**src/verilog/bus_ctrl_pkg.sv**
```systemverilog
package bus_ctrl_pkg;

    localparam int MASTER_COUNT   = 2;
    localparam int DATA_WIDTH     = 16;
    localparam int ADDR_WIDTH     = 12;  // deepest slave holds 4096 words
    localparam int SLAVE_ID_WIDTH = 2;   // id 0 is "no slave"

    localparam int SLAVE_DEPTHS [1:3] = '{4096, 4096, 2048};

    typedef logic [DATA_WIDTH-1:0]     data_t;
    typedef logic [ADDR_WIDTH-1:0]     addr_t;
    typedef logic [SLAVE_ID_WIDTH-1:0] slave_id_t;

    typedef enum logic [3:0] {
        master_slave_sel,
        read_write_sel,
        external_write_sel,
        external_write_m1,
        external_write_m1_2,
        external_write_m2,
        start_addr_sel_m1,
        start_addr_sel_m2,
        end_addr_sel_m1,
        end_addr_sel_m2,
        config_masters,
        communication_ready,
        communicating,
        communication_done
    } main_state_t;

    typedef enum logic [1:0] {
        config_start,
        config_middle,
        config_last,
        config_done
    } config_state_t;

    typedef struct packed {
        logic      rd_wr;       // 1 is write
        logic      in_ex;       // master takes words written by hand
        logic      burst;
        slave_id_t slave_id;
        addr_t     first_addr;
        addr_t     last_addr;
    } master_setup_t;

    typedef struct packed {
        logic          start;
        logic          eoc;
        master_setup_t setup;
        addr_t         address;
        data_t         data;
    } master_cmd_t;

endpackage
```
**src/verilog/bus_ctrl_top.sv**
```systemverilog
`timescale 1ns/1ps

module bus_ctrl_top #(
    parameter int BANK_DEPTH         = 16,
    parameter int COM_START_DELAY    = 0,
    parameter int FIRST_START_MASTER = 0
) (
    input  logic                                   clk,
    input  logic                                   rstN,
    input  logic                                   step,
    input  logic                                   next_word,
    input  logic [17:0]                            sw,
    input  logic [bus_ctrl_pkg::MASTER_COUNT-1:0]  done_com,
    output bus_ctrl_pkg::master_cmd_t              cmd [bus_ctrl_pkg::MASTER_COUNT],
    output logic [3:0]                             status
);

    bus_ctrl_pkg::main_state_t             state;
    bus_ctrl_pkg::master_setup_t           setup [bus_ctrl_pkg::MASTER_COUNT];
    logic [bus_ctrl_pkg::MASTER_COUNT-1:0] eoc;
    logic [bus_ctrl_pkg::MASTER_COUNT-1:0] seq_start;
    logic [bus_ctrl_pkg::MASTER_COUNT-1:0] launch_start;
    logic                                  config_finished;
    logic [$clog2(BANK_DEPTH)-1:0]         rd_addr [bus_ctrl_pkg::MASTER_COUNT];
    bus_ctrl_pkg::data_t                   rd_data [bus_ctrl_pkg::MASTER_COUNT];
    logic [$clog2(BANK_DEPTH+1)-1:0]       word_count [bus_ctrl_pkg::MASTER_COUNT];
    bus_ctrl_pkg::addr_t                   seq_address [bus_ctrl_pkg::MASTER_COUNT];
    bus_ctrl_pkg::data_t                   seq_data [bus_ctrl_pkg::MASTER_COUNT];

    menu_fsm menu_fsm_i (
        .clk, .rstN, .step, .next_word, .sw, .config_finished, .done_com,
        .state, .setup, .eoc, .status
    );

    data_bank #(.BANK_DEPTH(BANK_DEPTH)) data_bank_i (
        .clk, .rstN, .state, .step, .next_word,
        .sw_data(sw[bus_ctrl_pkg::DATA_WIDTH-1:0]),
        .rd_addr, .rd_data, .word_count
    );

    config_sequencer #(.BANK_DEPTH(BANK_DEPTH)) config_sequencer_i (
        .clk, .rstN, .state, .setup, .word_count, .rd_data, .rd_addr,
        .start(seq_start), .address(seq_address), .data(seq_data), .config_finished
    );

    com_launcher #(
        .COM_START_DELAY(COM_START_DELAY),
        .FIRST_START_MASTER(FIRST_START_MASTER)
    ) com_launcher_i (
        .clk, .rstN, .state, .step, .start(launch_start)
    );

    // after the run the switches pick the address to read back
    always_comb begin
        for (int i = 0; i < bus_ctrl_pkg::MASTER_COUNT; i++) begin
            cmd[i].start   = seq_start[i] | launch_start[i];
            cmd[i].eoc     = eoc[i];
            cmd[i].setup   = setup[i];
            cmd[i].address = (state == bus_ctrl_pkg::communication_done) ?
                             sw[bus_ctrl_pkg::ADDR_WIDTH-1:0] : seq_address[i];
            cmd[i].data    = seq_data[i];
        end
    end

endmodule

```
**src/verilog/com_launcher.sv**
```systemverilog
`timescale 1ns/1ps

module com_launcher #(
    parameter int COM_START_DELAY    = 0,
    parameter int FIRST_START_MASTER = 0,
    localparam int CNT_W = (COM_START_DELAY > 0) ? $clog2(COM_START_DELAY + 1) : 1
) (
    input  logic                                   clk,
    input  logic                                   rstN,
    input  bus_ctrl_pkg::main_state_t              state,
    input  logic                                   step,
    output logic [bus_ctrl_pkg::MASTER_COUNT-1:0]  start
);

    logic [CNT_W-1:0] delay_cnt;
    logic             both_started;

    always_ff @(posedge clk or negedge rstN) begin
        if (!rstN) begin
            start        <= '0;
            delay_cnt    <= '0;
            both_started <= 1'b0;
        end else begin
            start <= '0;  // pulses last one cycle
            if (state == bus_ctrl_pkg::communication_ready && step) begin
                if (COM_START_DELAY == 0) begin
                    start        <= '1;
                    both_started <= 1'b1;
                end else begin
                    start[FIRST_START_MASTER] <= 1'b1;
                end
            end else if (state == bus_ctrl_pkg::communicating && !both_started) begin
                delay_cnt <= delay_cnt + 1'b1;
                if (delay_cnt == CNT_W'(COM_START_DELAY)) begin
                    start[1 - FIRST_START_MASTER] <= 1'b1;  // the other master
                    both_started                  <= 1'b1;
                end
            end
        end
    end

endmodule

```
**src/verilog/config_sequencer.sv**
```systemverilog
`timescale 1ns/1ps

module config_sequencer #(
    parameter int BANK_DEPTH = 16,
    localparam int AW = $clog2(BANK_DEPTH),
    localparam int CW = $clog2(BANK_DEPTH + 1)
) (
    input  logic                                   clk,
    input  logic                                   rstN,
    input  bus_ctrl_pkg::main_state_t              state,
    input  bus_ctrl_pkg::master_setup_t            setup [bus_ctrl_pkg::MASTER_COUNT],
    input  logic [CW-1:0]                          word_count [bus_ctrl_pkg::MASTER_COUNT],
    input  bus_ctrl_pkg::data_t                    rd_data [bus_ctrl_pkg::MASTER_COUNT],
    output logic [AW-1:0]                          rd_addr [bus_ctrl_pkg::MASTER_COUNT],
    output logic [bus_ctrl_pkg::MASTER_COUNT-1:0]  start,
    output bus_ctrl_pkg::addr_t                    address [bus_ctrl_pkg::MASTER_COUNT],
    output bus_ctrl_pkg::data_t                    data [bus_ctrl_pkg::MASTER_COUNT],
    output logic                                   config_finished
);

    bus_ctrl_pkg::config_state_t cfg_state;
    logic [$clog2(bus_ctrl_pkg::MASTER_COUNT)-1:0] cur;  // master being configured
    logic          phase;  // second cycle of a substate
    logic [AW-1:0] widx [bus_ctrl_pkg::MASTER_COUNT];
    logic          in_config;
    logic          go_middle;
    logic          pulse_slot;

    assign in_config = (state == bus_ctrl_pkg::config_masters);
    // more than one word written by hand for this master
    assign go_middle = setup[cur].in_ex && (word_count[cur] >= CW'(2));
    assign config_finished = in_config && (cfg_state == bus_ctrl_pkg::config_done);
    assign pulse_slot = in_config && !phase &&
                        (cfg_state == bus_ctrl_pkg::config_start ||
                         cfg_state == bus_ctrl_pkg::config_last);

    always_ff @(posedge clk or negedge rstN) begin
        if (!rstN) begin
            cfg_state <= bus_ctrl_pkg::config_start;
            cur       <= '0;
            phase     <= 1'b0;
            widx      <= '{default: '0};
        end else if (!in_config) begin
            cfg_state <= bus_ctrl_pkg::config_start;
            cur       <= '0;
            phase     <= 1'b0;
            widx      <= '{default: '0};
        end else if (cfg_state != bus_ctrl_pkg::config_done) begin
            phase <= ~phase;
            if (phase) begin
                case (cfg_state)
                    bus_ctrl_pkg::config_start: begin
                        if (go_middle) begin
                            cfg_state <= bus_ctrl_pkg::config_middle;
                            widx[cur] <= AW'(1);
                        end else begin
                            cfg_state <= bus_ctrl_pkg::config_last;
                        end
                    end
                    bus_ctrl_pkg::config_middle: begin
                        if (CW'(widx[cur]) + CW'(1) == word_count[cur]) begin
                            cfg_state <= bus_ctrl_pkg::config_last;  // last word shown
                        end else begin
                            widx[cur] <= widx[cur] + 1'b1;
                        end
                    end
                    bus_ctrl_pkg::config_last: begin
                        if (int'(cur) == bus_ctrl_pkg::MASTER_COUNT - 1) begin
                            cfg_state <= bus_ctrl_pkg::config_done;
                        end else begin
                            cur       <= cur + 1'b1;
                            cfg_state <= bus_ctrl_pkg::config_start;
                        end
                    end
                    default: ;
                endcase
            end
        end
    end

    // masters already past config_start see their last address
    always_comb begin
        for (int i = 0; i < bus_ctrl_pkg::MASTER_COUNT; i++) begin
            start[i]   = pulse_slot && (int'(cur) == i);
            rd_addr[i] = widx[i];
            data[i]    = rd_data[i];
            if (i < int'(cur) ||
                (i == int'(cur) && (cfg_state == bus_ctrl_pkg::config_last ||
                                    cfg_state == bus_ctrl_pkg::config_done))) begin
                address[i] = setup[i].last_addr;
            end else begin
                address[i] = setup[i].first_addr;
            end
        end
    end

endmodule

```
**src/verilog/data_bank.sv**
```systemverilog
`timescale 1ns/1ps

module data_bank #(
    parameter int BANK_DEPTH = 16,
    localparam int AW = $clog2(BANK_DEPTH),
    localparam int CW = $clog2(BANK_DEPTH + 1)
) (
    input  logic                       clk,
    input  logic                       rstN,
    input  bus_ctrl_pkg::main_state_t  state,
    input  logic                       step,
    input  logic                       next_word,
    input  bus_ctrl_pkg::data_t        sw_data,
    input  logic [AW-1:0]              rd_addr [bus_ctrl_pkg::MASTER_COUNT],
    output bus_ctrl_pkg::data_t        rd_data [bus_ctrl_pkg::MASTER_COUNT],
    output logic [CW-1:0]              word_count [bus_ctrl_pkg::MASTER_COUNT]
);

    bus_ctrl_pkg::data_t mem [bus_ctrl_pkg::MASTER_COUNT][BANK_DEPTH];
    logic [AW-1:0] wr_addr;
    logic          wr_en;
    logic          wr_master;  // bank chosen by the write state

    assign wr_en = state inside {bus_ctrl_pkg::external_write_m1,
                                 bus_ctrl_pkg::external_write_m1_2,
                                 bus_ctrl_pkg::external_write_m2};
    assign wr_master = (state == bus_ctrl_pkg::external_write_m2);

    // current word follows the switches until next_word moves on
    always_ff @(posedge clk) begin
        if (wr_en) begin
            mem[wr_master][wr_addr] <= sw_data;
        end
    end

    always_ff @(posedge clk or negedge rstN) begin
        if (!rstN) begin
            wr_addr    <= '0;
            word_count <= '{default: '0};
        end else if (wr_en) begin
            if (step) begin
                wr_addr <= '0;  // next master starts at word 0
            end else if (next_word && word_count[wr_master] < CW'(BANK_DEPTH - 1)) begin
                wr_addr                <= wr_addr + 1'b1;
                word_count[wr_master] <= word_count[wr_master] + 1'b1;
            end
        end
    end

    always_comb begin
        for (int i = 0; i < bus_ctrl_pkg::MASTER_COUNT; i++) begin
            rd_data[i] = mem[i][rd_addr[i]];
        end
    end

endmodule

```
**src/verilog/menu_fsm.sv**
```systemverilog
`timescale 1ns/1ps

module menu_fsm (
    input  logic                                    clk,
    input  logic                                    rstN,
    input  logic                                    step,
    input  logic                                    next_word,
    input  logic [17:0]                             sw,
    input  logic                                    config_finished,
    input  logic [bus_ctrl_pkg::MASTER_COUNT-1:0]   done_com,
    output bus_ctrl_pkg::main_state_t               state,
    output bus_ctrl_pkg::master_setup_t             setup [bus_ctrl_pkg::MASTER_COUNT],
    output logic [bus_ctrl_pkg::MASTER_COUNT-1:0]   eoc,
    output logic [3:0]                              status
);

    bus_ctrl_pkg::main_state_t next_state;
    logic [bus_ctrl_pkg::MASTER_COUNT-1:0] done_seen;
    logic [bus_ctrl_pkg::MASTER_COUNT-1:0] done_all;  // finished or never took part

    // last address of a run, held inside the chosen slave
    function automatic bus_ctrl_pkg::addr_t clamp_end(input bus_ctrl_pkg::addr_t first,
                                                      input bus_ctrl_pkg::addr_t len,
                                                      input bus_ctrl_pkg::slave_id_t id);
        logic [bus_ctrl_pkg::ADDR_WIDTH:0] sum;
        int depth;
        sum = {1'b0, first} + {1'b0, len};
        if (id == '0) begin
            return first;
        end
        depth = bus_ctrl_pkg::SLAVE_DEPTHS[id];
        if (int'(sum) >= depth) begin
            return bus_ctrl_pkg::addr_t'(depth - 1);
        end
        return sum[bus_ctrl_pkg::ADDR_WIDTH-1:0];
    endfunction

    always_comb begin
        for (int i = 0; i < bus_ctrl_pkg::MASTER_COUNT; i++) begin
            done_all[i] = (setup[i].slave_id == '0) | done_seen[i] | done_com[i];
        end
    end

    always_comb begin
        next_state = state;
        case (state)
            bus_ctrl_pkg::master_slave_sel: if (step) begin
                next_state = (sw[3:0] == '0) ? bus_ctrl_pkg::communication_done
                                             : bus_ctrl_pkg::read_write_sel;
            end
            bus_ctrl_pkg::read_write_sel: if (step) next_state = bus_ctrl_pkg::external_write_sel;
            bus_ctrl_pkg::external_write_sel: if (step) begin
                case (sw[1:0])
                    2'b01:   next_state = bus_ctrl_pkg::external_write_m1;
                    2'b10:   next_state = bus_ctrl_pkg::external_write_m2;
                    2'b11:   next_state = bus_ctrl_pkg::external_write_m1_2;
                    default: next_state = bus_ctrl_pkg::start_addr_sel_m1;
                endcase
            end
            bus_ctrl_pkg::external_write_m1,
            bus_ctrl_pkg::external_write_m2: if (step) next_state = bus_ctrl_pkg::start_addr_sel_m1;
            bus_ctrl_pkg::external_write_m1_2: if (step) next_state = bus_ctrl_pkg::external_write_m2;
            bus_ctrl_pkg::start_addr_sel_m1: if (step) next_state = bus_ctrl_pkg::start_addr_sel_m2;
            bus_ctrl_pkg::start_addr_sel_m2: if (step) next_state = bus_ctrl_pkg::end_addr_sel_m1;
            bus_ctrl_pkg::end_addr_sel_m1: if (step) next_state = bus_ctrl_pkg::end_addr_sel_m2;
            bus_ctrl_pkg::end_addr_sel_m2: if (step) next_state = bus_ctrl_pkg::config_masters;
            bus_ctrl_pkg::config_masters: if (config_finished) begin
                next_state = bus_ctrl_pkg::communication_ready;
            end
            bus_ctrl_pkg::communication_ready: if (step) next_state = bus_ctrl_pkg::communicating;
            bus_ctrl_pkg::communicating: if (&done_all) next_state = bus_ctrl_pkg::communication_done;
            default: ;  // communication_done holds until reset
        endcase
    end

    always_ff @(posedge clk or negedge rstN) begin
        if (!rstN) begin
            state     <= bus_ctrl_pkg::master_slave_sel;
            setup     <= '{default: '0};
            eoc       <= '0;
            done_seen <= '0;
        end else begin
            state <= next_state;
            eoc   <= '0;
            case (state)
                bus_ctrl_pkg::master_slave_sel: if (step) begin
                    for (int i = 0; i < bus_ctrl_pkg::MASTER_COUNT; i++) begin
                        setup[i].slave_id <= sw[i*bus_ctrl_pkg::SLAVE_ID_WIDTH +:
                                                bus_ctrl_pkg::SLAVE_ID_WIDTH];
                    end
                    // no slave anywhere, masters skip straight to their end
                    if (next_state == bus_ctrl_pkg::communication_done) eoc <= '1;
                end
                bus_ctrl_pkg::read_write_sel: if (step) begin
                    for (int i = 0; i < bus_ctrl_pkg::MASTER_COUNT; i++) setup[i].rd_wr <= sw[i];
                end
                bus_ctrl_pkg::external_write_sel: if (step) begin
                    for (int i = 0; i < bus_ctrl_pkg::MASTER_COUNT; i++) setup[i].in_ex <= sw[i];
                end
                bus_ctrl_pkg::external_write_m1,
                bus_ctrl_pkg::external_write_m1_2: if (next_word) setup[0].burst <= 1'b1;
                bus_ctrl_pkg::external_write_m2: if (next_word) setup[1].burst <= 1'b1;
                bus_ctrl_pkg::start_addr_sel_m1: if (step) begin
                    setup[0].first_addr <= sw[bus_ctrl_pkg::ADDR_WIDTH-1:0];
                end
                bus_ctrl_pkg::start_addr_sel_m2: if (step) begin
                    setup[1].first_addr <= sw[bus_ctrl_pkg::ADDR_WIDTH-1:0];
                end
                bus_ctrl_pkg::end_addr_sel_m1: if (step) begin
                    setup[0].last_addr <= clamp_end(setup[0].first_addr,
                                                    sw[bus_ctrl_pkg::ADDR_WIDTH-1:0],
                                                    setup[0].slave_id);
                end
                bus_ctrl_pkg::end_addr_sel_m2: if (step) begin
                    setup[1].last_addr <= clamp_end(setup[1].first_addr,
                                                    sw[bus_ctrl_pkg::ADDR_WIDTH-1:0],
                                                    setup[1].slave_id);
                end
                bus_ctrl_pkg::communicating: done_seen <= done_seen | done_com;
                default: ;
            endcase
        end
    end

    // bit 0 idle, bit 1 ready, bit 2 done, bit 3 busy
    assign status = {state == bus_ctrl_pkg::communicating,
                     state == bus_ctrl_pkg::communication_done,
                     state == bus_ctrl_pkg::communication_ready,
                     state == bus_ctrl_pkg::master_slave_sel};

endmodule

```
**config.mk**
```make
export PLATFORM = sky130hd
export DESIGN_NAME = bus_ctrl_top
export DESIGN_NICKNAME = d
export VERILOG_FILES = /design/src/verilog/bus_ctrl_pkg.sv /design/src/verilog/bus_ctrl_top.sv /design/src/verilog/com_launcher.sv /design/src/verilog/config_sequencer.sv /design/src/verilog/data_bank.sv /design/src/verilog/menu_fsm.sv
export SDC_FILE = /design/constraint.sdc
export NUM_CORES = 1
export LEC_CHECK = 0
export ABC_AREA = 1
export BUFFER_PORTS_ARGS = -buffer_cell sky130_fd_sc_hd__buf_2
export CORE_UTILIZATION = 45
export DETAILED_ROUTE_END_ITERATION = 7
export GPL_TIMING_DRIVEN = 0
export PLACE_DENSITY = 0.66
export SLEW_MARGIN = 40
export SYNTH_ARGS = -nofsm -noshare
export SYNTH_HDL_FRONTEND = slang
export SYNTH_SLANG_ARGS = --single-unit
```
**constraint.sdc**
```tcl
create_clock -name clk -period 7.25 [get_ports clk]
set_input_delay 0.3625 -clock clk [delete_from_list [all_inputs] [get_ports clk]]
set_output_delay 0.3625 -clock clk [all_outputs]
set_load 0.05 [all_outputs]
```
# After elaboration in Yosys (flattened, before gate mapping)
# Memories as Yosys holds them, arrays and structs flattened.
# Cells that the tools add are included.
dict set report word_totals {
  elab_cells 257
  ff_bits 96
  output_inout_bits 122
  input_bits 24
  mem_bits_rw 512
  memories 1
}
# memory words width read_ports rd_ports_with_merged_regs write_ports line
set mem_list {}
lappend mem_list {data_bank_i.mem 2 256 2 0 1 data_bank.sv:19} ;# bus_ctrl_pkg::data_t mem [bus_ctrl_pkg::MASTER_COUNT][BANK_DEPTH];
dict set report classes {
  magnitude_cmp 15
  n_eq_ne 31
  reduce_logical 46
  n_mux 107
  add_sub_neg 10
  bitwise 21
}
# operator n
set ops {}
lappend ops {{256-bit two-way mux} 1}
lappend ops {{12-bit two-way mux} 12}
lappend ops {{16-bit binary-select mux with 4-bit select} 2}
lappend ops {{32-bit binary-select mux with 2-bit select} 2}
lappend ops {{32-bit two-way mux} 4}
lappend ops {{28-bit two-way mux} 3}
lappend ops {{16-bit two-way mux} 5}
lappend ops {{4-bit two-way mux} 19}
lappend ops {{16-bit demux with 4-bit select} 1}
lappend ops {{14-bit by 32-bit greater-or-equal comparator with 1-bit output} 2}
lappend ops {{4-bit one-hot mux with 12 select lines} 1}
lappend ops {{8-bit two-way mux} 5}
lappend ops {{5-bit two-way mux} 7}
lappend ops {{1-bit two-way mux} 29}
lappend ops {{4-bit == test, second input constant} 7}
lappend ops {{12-bit by 12-bit adder with 13-bit output} 2}
lappend ops {{2-bit AND reduction} 13}
lappend ops {{12-bit by 2-bit subtractor with 12-bit output, second input constant} 2}
lappend ops {{2-bit two-way mux} 9}
lappend ops {{4-bit by 3-bit == test with 1-bit output, second input constant} 4}
lappend ops {{8-bit one-hot mux with 2 select lines} 1}
lappend ops {{5-bit greater-or-equal comparator, second input constant} 3}
lappend ops {{4-bit NOT with 5-bit output} 3}
lappend ops {{1-bit logical AND} 14}
lappend ops {{other kinds (43)} 79}

# Depth between registers and ports, before layout
# Gate-level depths: netlist (run 1).
dict set report logic_depth {
  ltp_word 12
  ltp_mapped 16
  depth_no_buf 16
}

# Cells and area by module
# Synthesis (run 1) repeated with hierarchy kept, for this count alone.
dict set report unflattened {
  cells_unflattened 2444
  hier_area_um2 28173.3
}
# mod area_per_inst_um2 seq_area_each_um2 cells_each instances
set by_module_without_submodules {}
lappend by_module_without_submodules {data_bank 21524.4 15725.1 1530 1}
lappend by_module_without_submodules {menu_fsm 4375.4 1626.6 577 1}
lappend by_module_without_submodules {config_sequencer 1762.9 300.3 245 1}
lappend by_module_without_submodules {bus_ctrl_top 335.3 0.0 71 1}
lappend by_module_without_submodules {com_launcher 175.2 100.1 21 1}

# Worst setup path after synthesis (run 1)
# No wires, ideal clock.
dict set report synth_timing {
  path_kind {register -> register}
  from {register, netlist name menu_fsm_i.setup[43]}
  to {register, netlist name menu_fsm_i.setup[32]}
  setup_slack_ns 4.231
  stages_incl_launch_ff 17
  t_arrival_ns 2.887
  setup_ns 0.132
  required_ns 7.118
  cell_sequence {dfrtp_1 -> ha_1 -> nand2_1 -> o21ai_0 -> nand3_1 -> nand3_1 -> nand2_1 -> and2_1 -> ha_1 -> nor2_1 -> inv_1 -> a21oi_1 -> nand2_1 -> clkinv_1 -> nand2_1 -> o221ai_1 -> o21ai_0}
}
dict set report synth_between {
  elab_chain_len 8
  elab_cells_between_ends 9
}
# item line
set synth_rtl {}
lappend synth_rtl {{12-bit by 12-bit adder with 13-bit output *} menu_fsm.sv:27} ;# sum = {1'b0, first} + {1'b0, len};
lappend synth_rtl {{14-bit by 32-bit greater-or-equal comparator with 1-bit output} menu_fsm.sv:32} ;# if (int'(sum) >= depth) begin
lappend synth_rtl {{1-bit two-way mux} menu_fsm.sv:32}
lappend synth_rtl {{1-bit two-way mux} menu_fsm.sv:31} ;# depth = bus_ctrl_pkg::SLAVE_DEPTHS[id];
lappend synth_rtl {{1-bit two-way mux} menu_fsm.sv:109} ;# bus_ctrl_pkg::end_addr_sel_m1: if (step) begin
lappend synth_rtl {{1-bit two-way mux} menu_fsm.sv:85} ;# case (state)
lappend synth_rtl {{12-bit two-way mux *} menu_fsm.sv:35} ;# return sum[bus_ctrl_pkg::ADDR_WIDTH-1:0];
lappend synth_rtl {{12-bit two-way mux *} menu_fsm.sv:31}
# Every way passes the cells marked *; elsewhere a longest branch is shown, timed or not. The select of a mux whose other input is x is not followed.
# A chain may end at the register's enable or synchronous reset.

==> run summary, run 1 <==
For the tightest slew margin relative to the limit, the log shows 40.97%. By startpoint and endpoint, the worst setup path is classified as reg -> out. The share of power burned in the clock network came out at 38.2%. The switching power of the nets came out at 2.043 mW. For the portion of total power attributed to combinational logic, the log shows 10.8%. The first global-routing pass estimated 116200 microns of wire. The number of antenna violations at the first check in global routing was 0; the area of the mapped netlist was 26890 sq um. For the final hold violation count, the log shows 0. The slowest stage of the critical path is the clkbuf_1 cell. Routed signal wires occupy layers up through met4.

The clock transition time at the flip-flop clock pins of the worst setup and hold paths was 0.06 ns; the final cell utilization of the core was 51.76%. After synthesis, flip-flops and latches occupy 66.01% of the total area. The number of antenna diodes in the final layout is 0.

Average wire length per cell after detail routing: 23.70 microns. The logs give 46 for the post-synthesis cell type count and 0 for the remaining antenna violation count after routing. Sequential cells burn 51.1% of the power. The met1 routed wirelength after detailed routing was 31300 microns; the final setup skew was 0.03759 ns. At the worst endpoint, the arrival time is 3.27 ns. In the detailed route, the total length drawn on met2 is 36700 microns.

The worst hold path belongs to the class in -> reg. The synthesis-stage register bit count is 607. TritonCTS built the clock tree. The logs give 146 for the count of boundary I/O pins and 59020 sq um for the area of the placeable core. The number of vias per cell after detailed routing was 5.861. VDD sags by at most 236.5 uV. The clock insertion delay at the later pin of the skew report was 0.65 ns.

The die boundary width is 246.5 microns, and the final period utilization is 50.05%. The run gives 0 as the number of gates resized after cts. For the maximum number of pins on one net before global-route repair, the log shows 52.

The hold buffer count at cts was 2. Relative to the synthesized area, the layout overhead comes to 13.59%. Walking the worst path, the cells encountered are clkbuf_1 > inv_1 > clkbuf_1 > buf_2 > nor2_1 > o32ai_1 > o211ai_1 > nand2_1 > buf_2.

Counting along the longest clock path gives a buffer depth of 3. In this run the worst path has a maximum fanout of 10. After legalization and detailed placement, the total HPWL measured 51600 microns. The die covers 60750 sq um. The total negative setup slack was 0 ns.

STA puts the critical path data required time at 6.89 ns. The tools report the setup violation total in the final timing report as 0. By area the synthesized netlist is led by edfxtp_1 (57%), dfrtp_1 (8.8%), nand2_1 (4.3%).

The worst setup path is launched from a flop. The number of buffers added by the clock tree synthesis step came out at 59. The via count of the first global-routing pass is 18842.

The tools report the post-CTS setup-driven buffer insertion count as 0. The tools report the internal power as 5.627 mW. The static leakage is 11.28 nW, and the number of enable flip-flop cells after synthesis is 512. The slew of the pin with the lowest slew margin was 0.8844 ns. For this run, the top clock speed supported by timing is 275.6 MHz.

The top cell type by area accounts for 57.17% of the synthesized area. The number of nets handed over by synthesis was 2370. The tools report the number of maximum-capacitance constraint violations as 0. The flow ran to the end, and the final reports show no timing, DRC or antenna violations. The routed design has 78880 microns of wire. The largest single stage delay on the critical path is 0.52 ns.

The fraction of synthesis flops using an asynchronous set or reset pin is 15.65%, and the overall fraction of global-route tracks in use is 25.89%. The instance area at placement is 28660 sq um, and the remaining global-route overflow is 0. The tools report the element type at the critical path end as an output pin.

The number of remaining DRC errors was 0; the ratio of cells with drive above 1 in the final layout was 12.21%. The number of slew-limit violations in the final report is 0. The finished cells cover 30550 sq um. The run gives 2303 as the DRC violation total after the first TritonRoute iteration. Setup repair after global routing left no endpoint under its margin. The total vias in the final route was 19510. The largest total area in the synthesized netlist belongs to edfxtp_1. The most common flop cell mapped by yosys is edfxtp_1.

The H-tree was split into 2 levels. The run gives 3.621 ns as the worst setup slack after layout. Before antenna repair, the detailed router went through 6 iterations. The run gives 2298 as the cell count after synthesis. The final total power is 7.670 mW.

The number of warning messages in the yosys log is 0, and the mean post-synth cell area is 11.70 sq um. The height of the die came out at 246.5 microns. For the number of standard-cell rows in the floorplan, the log shows 89. After detailed routing, the met3 layer carries 7864 microns of wire. Starting utilization of the core area: 45.57%.

Net switching is 26.63% of the power. For the clock sink count, the log shows 607. The count of port buffers added during placement works out to 143. The shortest clock period the worst path allows after layout works out to 3.629 ns. The power density over cell area is 251.1 nW/um^2, and the worst-case setup slack after placement is 3.139 ns. In this run the clock root is driven by a clkbuf_16. At the end of the flow, the number of nets in the layout was 2579. Routability-driven placement finished with a final weighted congestion of 0.9306.
## cell usage in the layout (no fill, tap or decap), types with 6 or more instances in the layout
master,count
a21oi_1,61
buf_1,7
buf_2,170
buf_4,14
clkbuf_1,89
clkbuf_16,59
clkbuf_8,7
clkinv_1,23
clkinv_2,13
dfrtp_1,95
edfxtp_1,512
ha_1,46
inv_1,139
inv_2,11
mux2i_1,99
nand2_1,305
nand3_1,120
nand3_2,7
nand4_1,19
nor2_1,267
nor2_2,9
nor3_1,10
o211ai_1,27
o21ai_0,225
o21ai_1,6
o21bai_1,9
o221ai_1,109
o22ai_1,19
o32ai_1,25
## per-stage QoR
step	hold slack, ns	cells
CTS	0.05872	3328
floorplan	0.06691	2298
global placement	0.4455	3214
detailed placement	0.2838	3216
global route	0.06330	3329
finish	0.07609	3329
## metal layers
layer	up-vias	track usage, %
li1	8792	-
met1	9479	34.15
met2	1065	41.72
met3	174	5.588
met4	0	10.11
met5	-	0
## cells in the mapped netlist (all sizes together), types with 4 or more instances
| master | instances |
|---|---|
| inv | 156 |
| o22ai | 19 |
| nand3b | 4 |
| buf | 51 |
| o211ai | 27 |
| clkinv | 8 |
| o221ai | 109 |
| nand3 | 127 |
| edfxtp | 512 |
| o32ai | 25 |
| nand4 | 19 |
| xor2 | 5 |
| mux2i | 99 |
| a21oi | 62 |
| nor3 | 12 |
| o21bai | 10 |
| clkbuf | 72 |
| nand2 | 308 |
| dfrtp | 95 |
| nor2 | 277 |
| ha | 46 |
| o21ai | 233 |
## state kept, by name, summed over array words and instances (netlist names)
| signal | cells |
|---|---|
| com_launcher_i.both_started | 1 |
| com_launcher_i.delay_cnt | 1 |
| com_launcher_i.start | 2 |
| config_sequencer_i.cfg_state | 2 |
| config_sequencer_i.cur | 1 |
| config_sequencer_i.phase | 1 |
| config_sequencer_i.rd_addr | 8 |
| data_bank_i.mem | 512 |
| data_bank_i.word_count | 10 |
| data_bank_i.wr_addr | 4 |
| menu_fsm_i.done_seen | 2 |
| menu_fsm_i.eoc | 1 |
| menu_fsm_i.setup | 58 |
| menu_fsm_i.state | 4 |
## area by class of cell
| cell class | instances | area, sq um |
|---|---|---|
| flip-flops and latches | 607 | 17750 |
| fillers | 5031 | 28470 |
| plain buffers | 123 | 541.8 |
| clock inverters | 27 | 201.4 |
| repair buffers | 148 | 850.8 |
| inverters | 164 | 618.1 |
| multi-input cells | 1404 | 7983 |
| clock buffers | 83 | 1637 |
| well taps | 773 | 967.2 |
## critical path, delay by kind of cell (launching register included)
kind / cells / cell delay [ns]
DFF: 1 / 0.36
buffers and inverters: 5 / 1.52
AOI/OAI and AO/OA: 2 / 0.50
and+or+nand+nor: 2 / 0.24
## power by group through the flow
stage | Clock, mW | Sequential, mW | Combinational [mW]
2_1_floorplan | 0 | 4.13 | 0.388
3_3_place_gp | 0 | 3.98 | 0.802
3_5_place_dp | 0 | 3.98 | 0.815
4_1_cts | 2.95 | 3.91 | 0.819
5_1_grt | 3.08 | 3.92 | 0.875
6_report | 2.93 | 3.92 | 0.825
## cells by family (layout without fill, tap and decap cells)
group	after synthesis	after routing	share of synthesized area (%)
mux	99	99	3.685
xor+xnor	7	7	0.2280
simple gates	754	754	11.77
fa+ha+maj	48	48	2.289
compound gates	496	496	11.71
buf+inv	287	545	4.313
flops	607	607	66.01
## worst paths after layout
path,startpoint,to,slack [ns],cells past startpoint
setup / recovery,config_sequencer_i.rd_addr[4],cmd[65],3.62,9
hold / removal,done_com[0],menu_fsm_i.done_seen[0],0.08,3
setup reg to reg,menu_fsm_i.setup[43],menu_fsm_i.setup[32],3.69,16
hold reg to reg,menu_fsm_i.done_seen[0],menu_fsm_i.done_seen[0],0.46,2
max in group asynchronous,rstN,menu_fsm_i.setup[24],6.43,3
min in group asynchronous,rstN,menu_fsm_i.setup[34],0.22,2
No activity file was read; power rests on OpenSTA's default activity.
==> inputs of run 2 (changes only) <==
--- a/config.mk
+++ b/config.mk
@@ -10,7 +10,7 @@
 export CORE_UTILIZATION = 45
 export DETAILED_ROUTE_END_ITERATION = 7
 export GPL_TIMING_DRIVEN = 0
-export PLACE_DENSITY = 0.66
+export PLACE_DENSITY = 0.68
 export SLEW_MARGIN = 40
 export SYNTH_ARGS = -nofsm -noshare
 export SYNTH_HDL_FRONTEND = slang
==> constraint.sdc (replaced) <==
create_clock -name clk -period 3.15 [get_ports clk]
set_input_delay 0.1575 -clock clk [delete_from_list [all_inputs] [get_ports clk]]
set_output_delay 0.1575 -clock clk [all_outputs]
set_load 0.05 [all_outputs]
==> run 2 against run 1 <==
Effect of this change:
- combinational power grew 130%
- total power grew 130%
- first-iteration DRC count shrank 4.3%
- non-clock buffer count shrank 1
- design area grew 1.1%
- largest power group unchanged
- sequential power grew 130%
- wire length shrank 0.52%
- sequential share of layout area shrank 0.62 points
- critical endpoint is now cmd[8]
- critical path type unchanged
- clock power grew 140%
- clock-buffer cell count shrank 15
- via count grew 0.47%
==> run summary, run 2 (same netlist as run 1, synthesis figures left out) <==
The maximum fanout count along the critical path is 10 (unchanged), and the slew of the pin with the lowest slew margin is 0.9228 ns (was 0.8844 ns). The portion of total power attributed to combinational logic was 10.7% (was 10.8%). The commonest non-fill, non-tap cell in the layout is edfxtp_1 (unchanged). Net count reported at finish: 2577 (was 2579).

For the number of slew-limit violations in the final report, the log shows 0 (unchanged). For the tightest slew margin relative to the limit, the log shows 38.48% (was 40.97%). Top register by number of flip-flops: data_bank_i.mem (unchanged). For the number of buffers added by the clock tree synthesis step, the log shows 58 (was 59). The average wire length per cell after detail routing is 23.59 microns (was 23.70 microns). Final hold violation count: 0 (unchanged). The remaining antenna violation count after routing is 0 (unchanged), and the sequential fraction of design power is 50.0% (was 51.1%). The worst reg2reg path endpoint is menu_fsm_i.setup[7] (was menu_fsm_i.setup[32]).

Wire length of the first global-routing pass: 116000 microns (was 116200 microns). The final period utilization works out to 97.85%. For the maximum number of pins on one net before global-route repair, the log shows 76 (was 52). The internal power was 13.29 mW (was 5.627 mW); the number of flip-flops under the largest register name was 512 (unchanged).

For the largest vdd supply drop, the log shows 522.1 uV (was 236.5 uV). The area of the placeable core was 59020 sq um (unchanged); the first-pass iteration count of the detailed router was 8 (was 6). The ratio of cells with drive above 1 in the final layout was 14.76% (was 12.21%); the overall fraction of global-route tracks in use was 25.66% (was 25.89%). The count of port buffers added during placement was 143 (unchanged).

Worst reg-to-reg setup slack: 0.20 ns (was 3.69 ns). Cell chosen for the clock root: clkbuf_16 (unchanged). TritonCTS built the clock tree. The run gives 4.728 mW (was 2.043 mW) as the switching power of the nets.

The run finished with clean final reports. For the routed wire length, the log shows 78470 microns (was 78880 microns). The launch point of the worst reg-to-reg path was menu_fsm_i.setup[18] (was menu_fsm_i.setup[43]).

Most frequent cells in the layout: edfxtp_1 (512), nand2_1 (303), nor2_1 (266) (was edfxtp_1 (512), nand2_1 (305), nor2_1 (267)). The die boundary width is 246.5 microns (unchanged). The area added between synthesis and finish is 14.88% (was 13.59%), and the deepest level of the CTS H-tree is 2 (unchanged). The maximum count of clock buffers along a single path came out at 3 (unchanged). The number of antenna violations at the first check in global routing is 0 (unchanged).

The HPWL after detailed placement came out at 50680 microns (was 51600 microns). For the count of inserted antenna diode cells, the log shows 0 (unchanged). The height of the die came out at 246.5 microns (unchanged).

The logs give 0.9424 (was 0.9306) for the routability congestion estimate from global placement and 19601 (was 19510) for the total vias in the final route. For the total non-filler cell area in the finished layout, the log shows 30900 sq um (was 30550 sq um). Source of the critical timing path: config_sequencer_i.rd_addr[0] (was config_sequencer_i.rd_addr[4]). The power density over cell area works out to 583.1 nW/um^2 (was 251.1 nW/um^2). The final setup skew is 0.02121 ns (was 0.03759 ns), and the static leakage is 11.40 nW (was 11.28 nW). The tools report the setup violation total in the final timing report as 0 (unchanged). The classification of the worst setup path was reg -> out (unchanged). The data required time of the worst path was 2.99 ns (was 6.89 ns); the switching share of total power was 26.24% (was 26.63%). The share of power burned in the clock network was 39.3% (was 38.2%). The worst min-delay path category was in -> reg (unchanged). For the count of boundary I/O pins, the log shows 146 (unchanged). The maximum clock frequency was 324.4 MHz; the via count of the first global-routing pass was 19072 (was 18842).

The clock sink count is 607 (unchanged). For the number of standard-cell rows in the floorplan, the log shows 89 (unchanged). The shortest clock period the worst path allows after layout is 3.082 ns. The clock transition time at the flip-flop clock pins of the worst setup and hold paths was 0.07 ns (was 0.06 ns). The arrival time of data at the critical path endpoint is 2.92 ns (was 3.27 ns), and the worst setup slack after layout is 0.06765 ns (was 3.621 ns). Starting utilization of the core area: 45.57% (unchanged). The number of vias per cell after detailed routing came out at 5.891 (was 5.861). The tools report the element type at the critical path start as a flop (unchanged). The depth of the worst register-to-register path works out to 16 (unchanged). The tools report the critical path endpoint as cmd[8] (was cmd[65]). The tools report the DRC violation total after the first TritonRoute iteration as 2204 (was 2303). The startpoint of the worst hold path was sw[9] (was done_com[0]).

The tools report the element type at the critical path end as an output pin (unchanged). The worst-case setup slack after placement is -0.6828 ns (was 3.139 ns). Remaining global-route overflow: 0 (unchanged).

Largest registers: data_bank_i.mem (512), menu_fsm_i.setup (58), data_bank_i.word_count (10) (unchanged). For the die footprint, the log shows 60750 sq um (unchanged). The run gives 0 (unchanged) as the number of maximum-capacitance constraint violations. The worst hold slack is 0.04749 ns (was 0.07609 ns). The tools report the number of remaining DRC errors as 0 (unchanged). The instance area at placement is 28630 sq um (was 28660 sq um). The clock insertion delay at the later pin of the skew report was 0.62 ns (was 0.65 ns).
run 2: metrics by stage:
step	std cells	power, mW	setup TNS (ns)	utilization [%]
finish	3327	18.02	0	52.35
global route	3327	18.50	-0.01102	52.35
CTS	3330	18.00	-0.001697	52.04
detailed placement	3215	11.04	-12.33	48.51
global placement	3214	11.00	-17.42	48.42
floorplan	2298	10.41	0	-
run 2: repair_timing:
item	4_1_cts	5_1_grt
endpoints found under the hold margin	103	0
setup buffers	0	0
hold buffers	6	0
gates resized for setup	32	47
endpoints found under the setup margin	49	54
run 2: final cells by class:
type / count / area, sq um
Multi-Input combinational cell: 1404 / 8218
Clock buffer: 68 / 1520
Fill cell: 5008 / 28120
Tap cell: 773 / 967.2
Inverter: 164 / 621.8
Buffer: 120 / 565.5
Clock inverter: 41 / 405.4
Timing Repair Buffer: 150 / 835.8
Sequential cell: 607 / 17760
run 2: power groups by stage:
stage / Clock, mW / Sequential [mW] / Combinational, mW
after floorplan: 0 / 9.51 / 0.894
after global placement: 0 / 9.17 / 1.84
after detailed placement: 0 / 9.16 / 1.87
after CTS: 7.11 / 9.00 / 1.89
after global routing: 7.43 / 9.02 / 2.04
final: 7.08 / 9.01 / 1.93
run 2: metal layers:
layer,wire (microns),GRT usage [%],vias to the layer above
met5,0,0,-
met4,3006,9.749,0
met3,7040,4.423,180
met2,36770,41.33,1024
met1,31650,34.70,9617
li1,-,-,8780
run 2: critical path, stage by stage (launching register included):
cell,delay [ns]
dfrtp_1,0.52
buf_2,0.28
buf_2,0.28
nor2_1,0.08
o32ai_1,0.45
o211ai_1,0.26
nand2_1,0.15
buf_2,0.27
run 2: how the worst min path moves through the flow:
stage	slack (ns)	depth (start not counted)	endpoint
5_1_grt	0.03	1	data_bank_i.mem[1][57]
3_3_place_gp	0.44	2	menu_fsm_i.done_seen[0]
6_report	0.05	1	data_bank_i.mem[1][9]
2_1_floorplan	-0.14	0	com_launcher_i.both_started
4_1_cts	0.05	1	data_bank_i.mem[0][148]
3_5_place_dp	0.003	1	menu_fsm_i.setup[34]
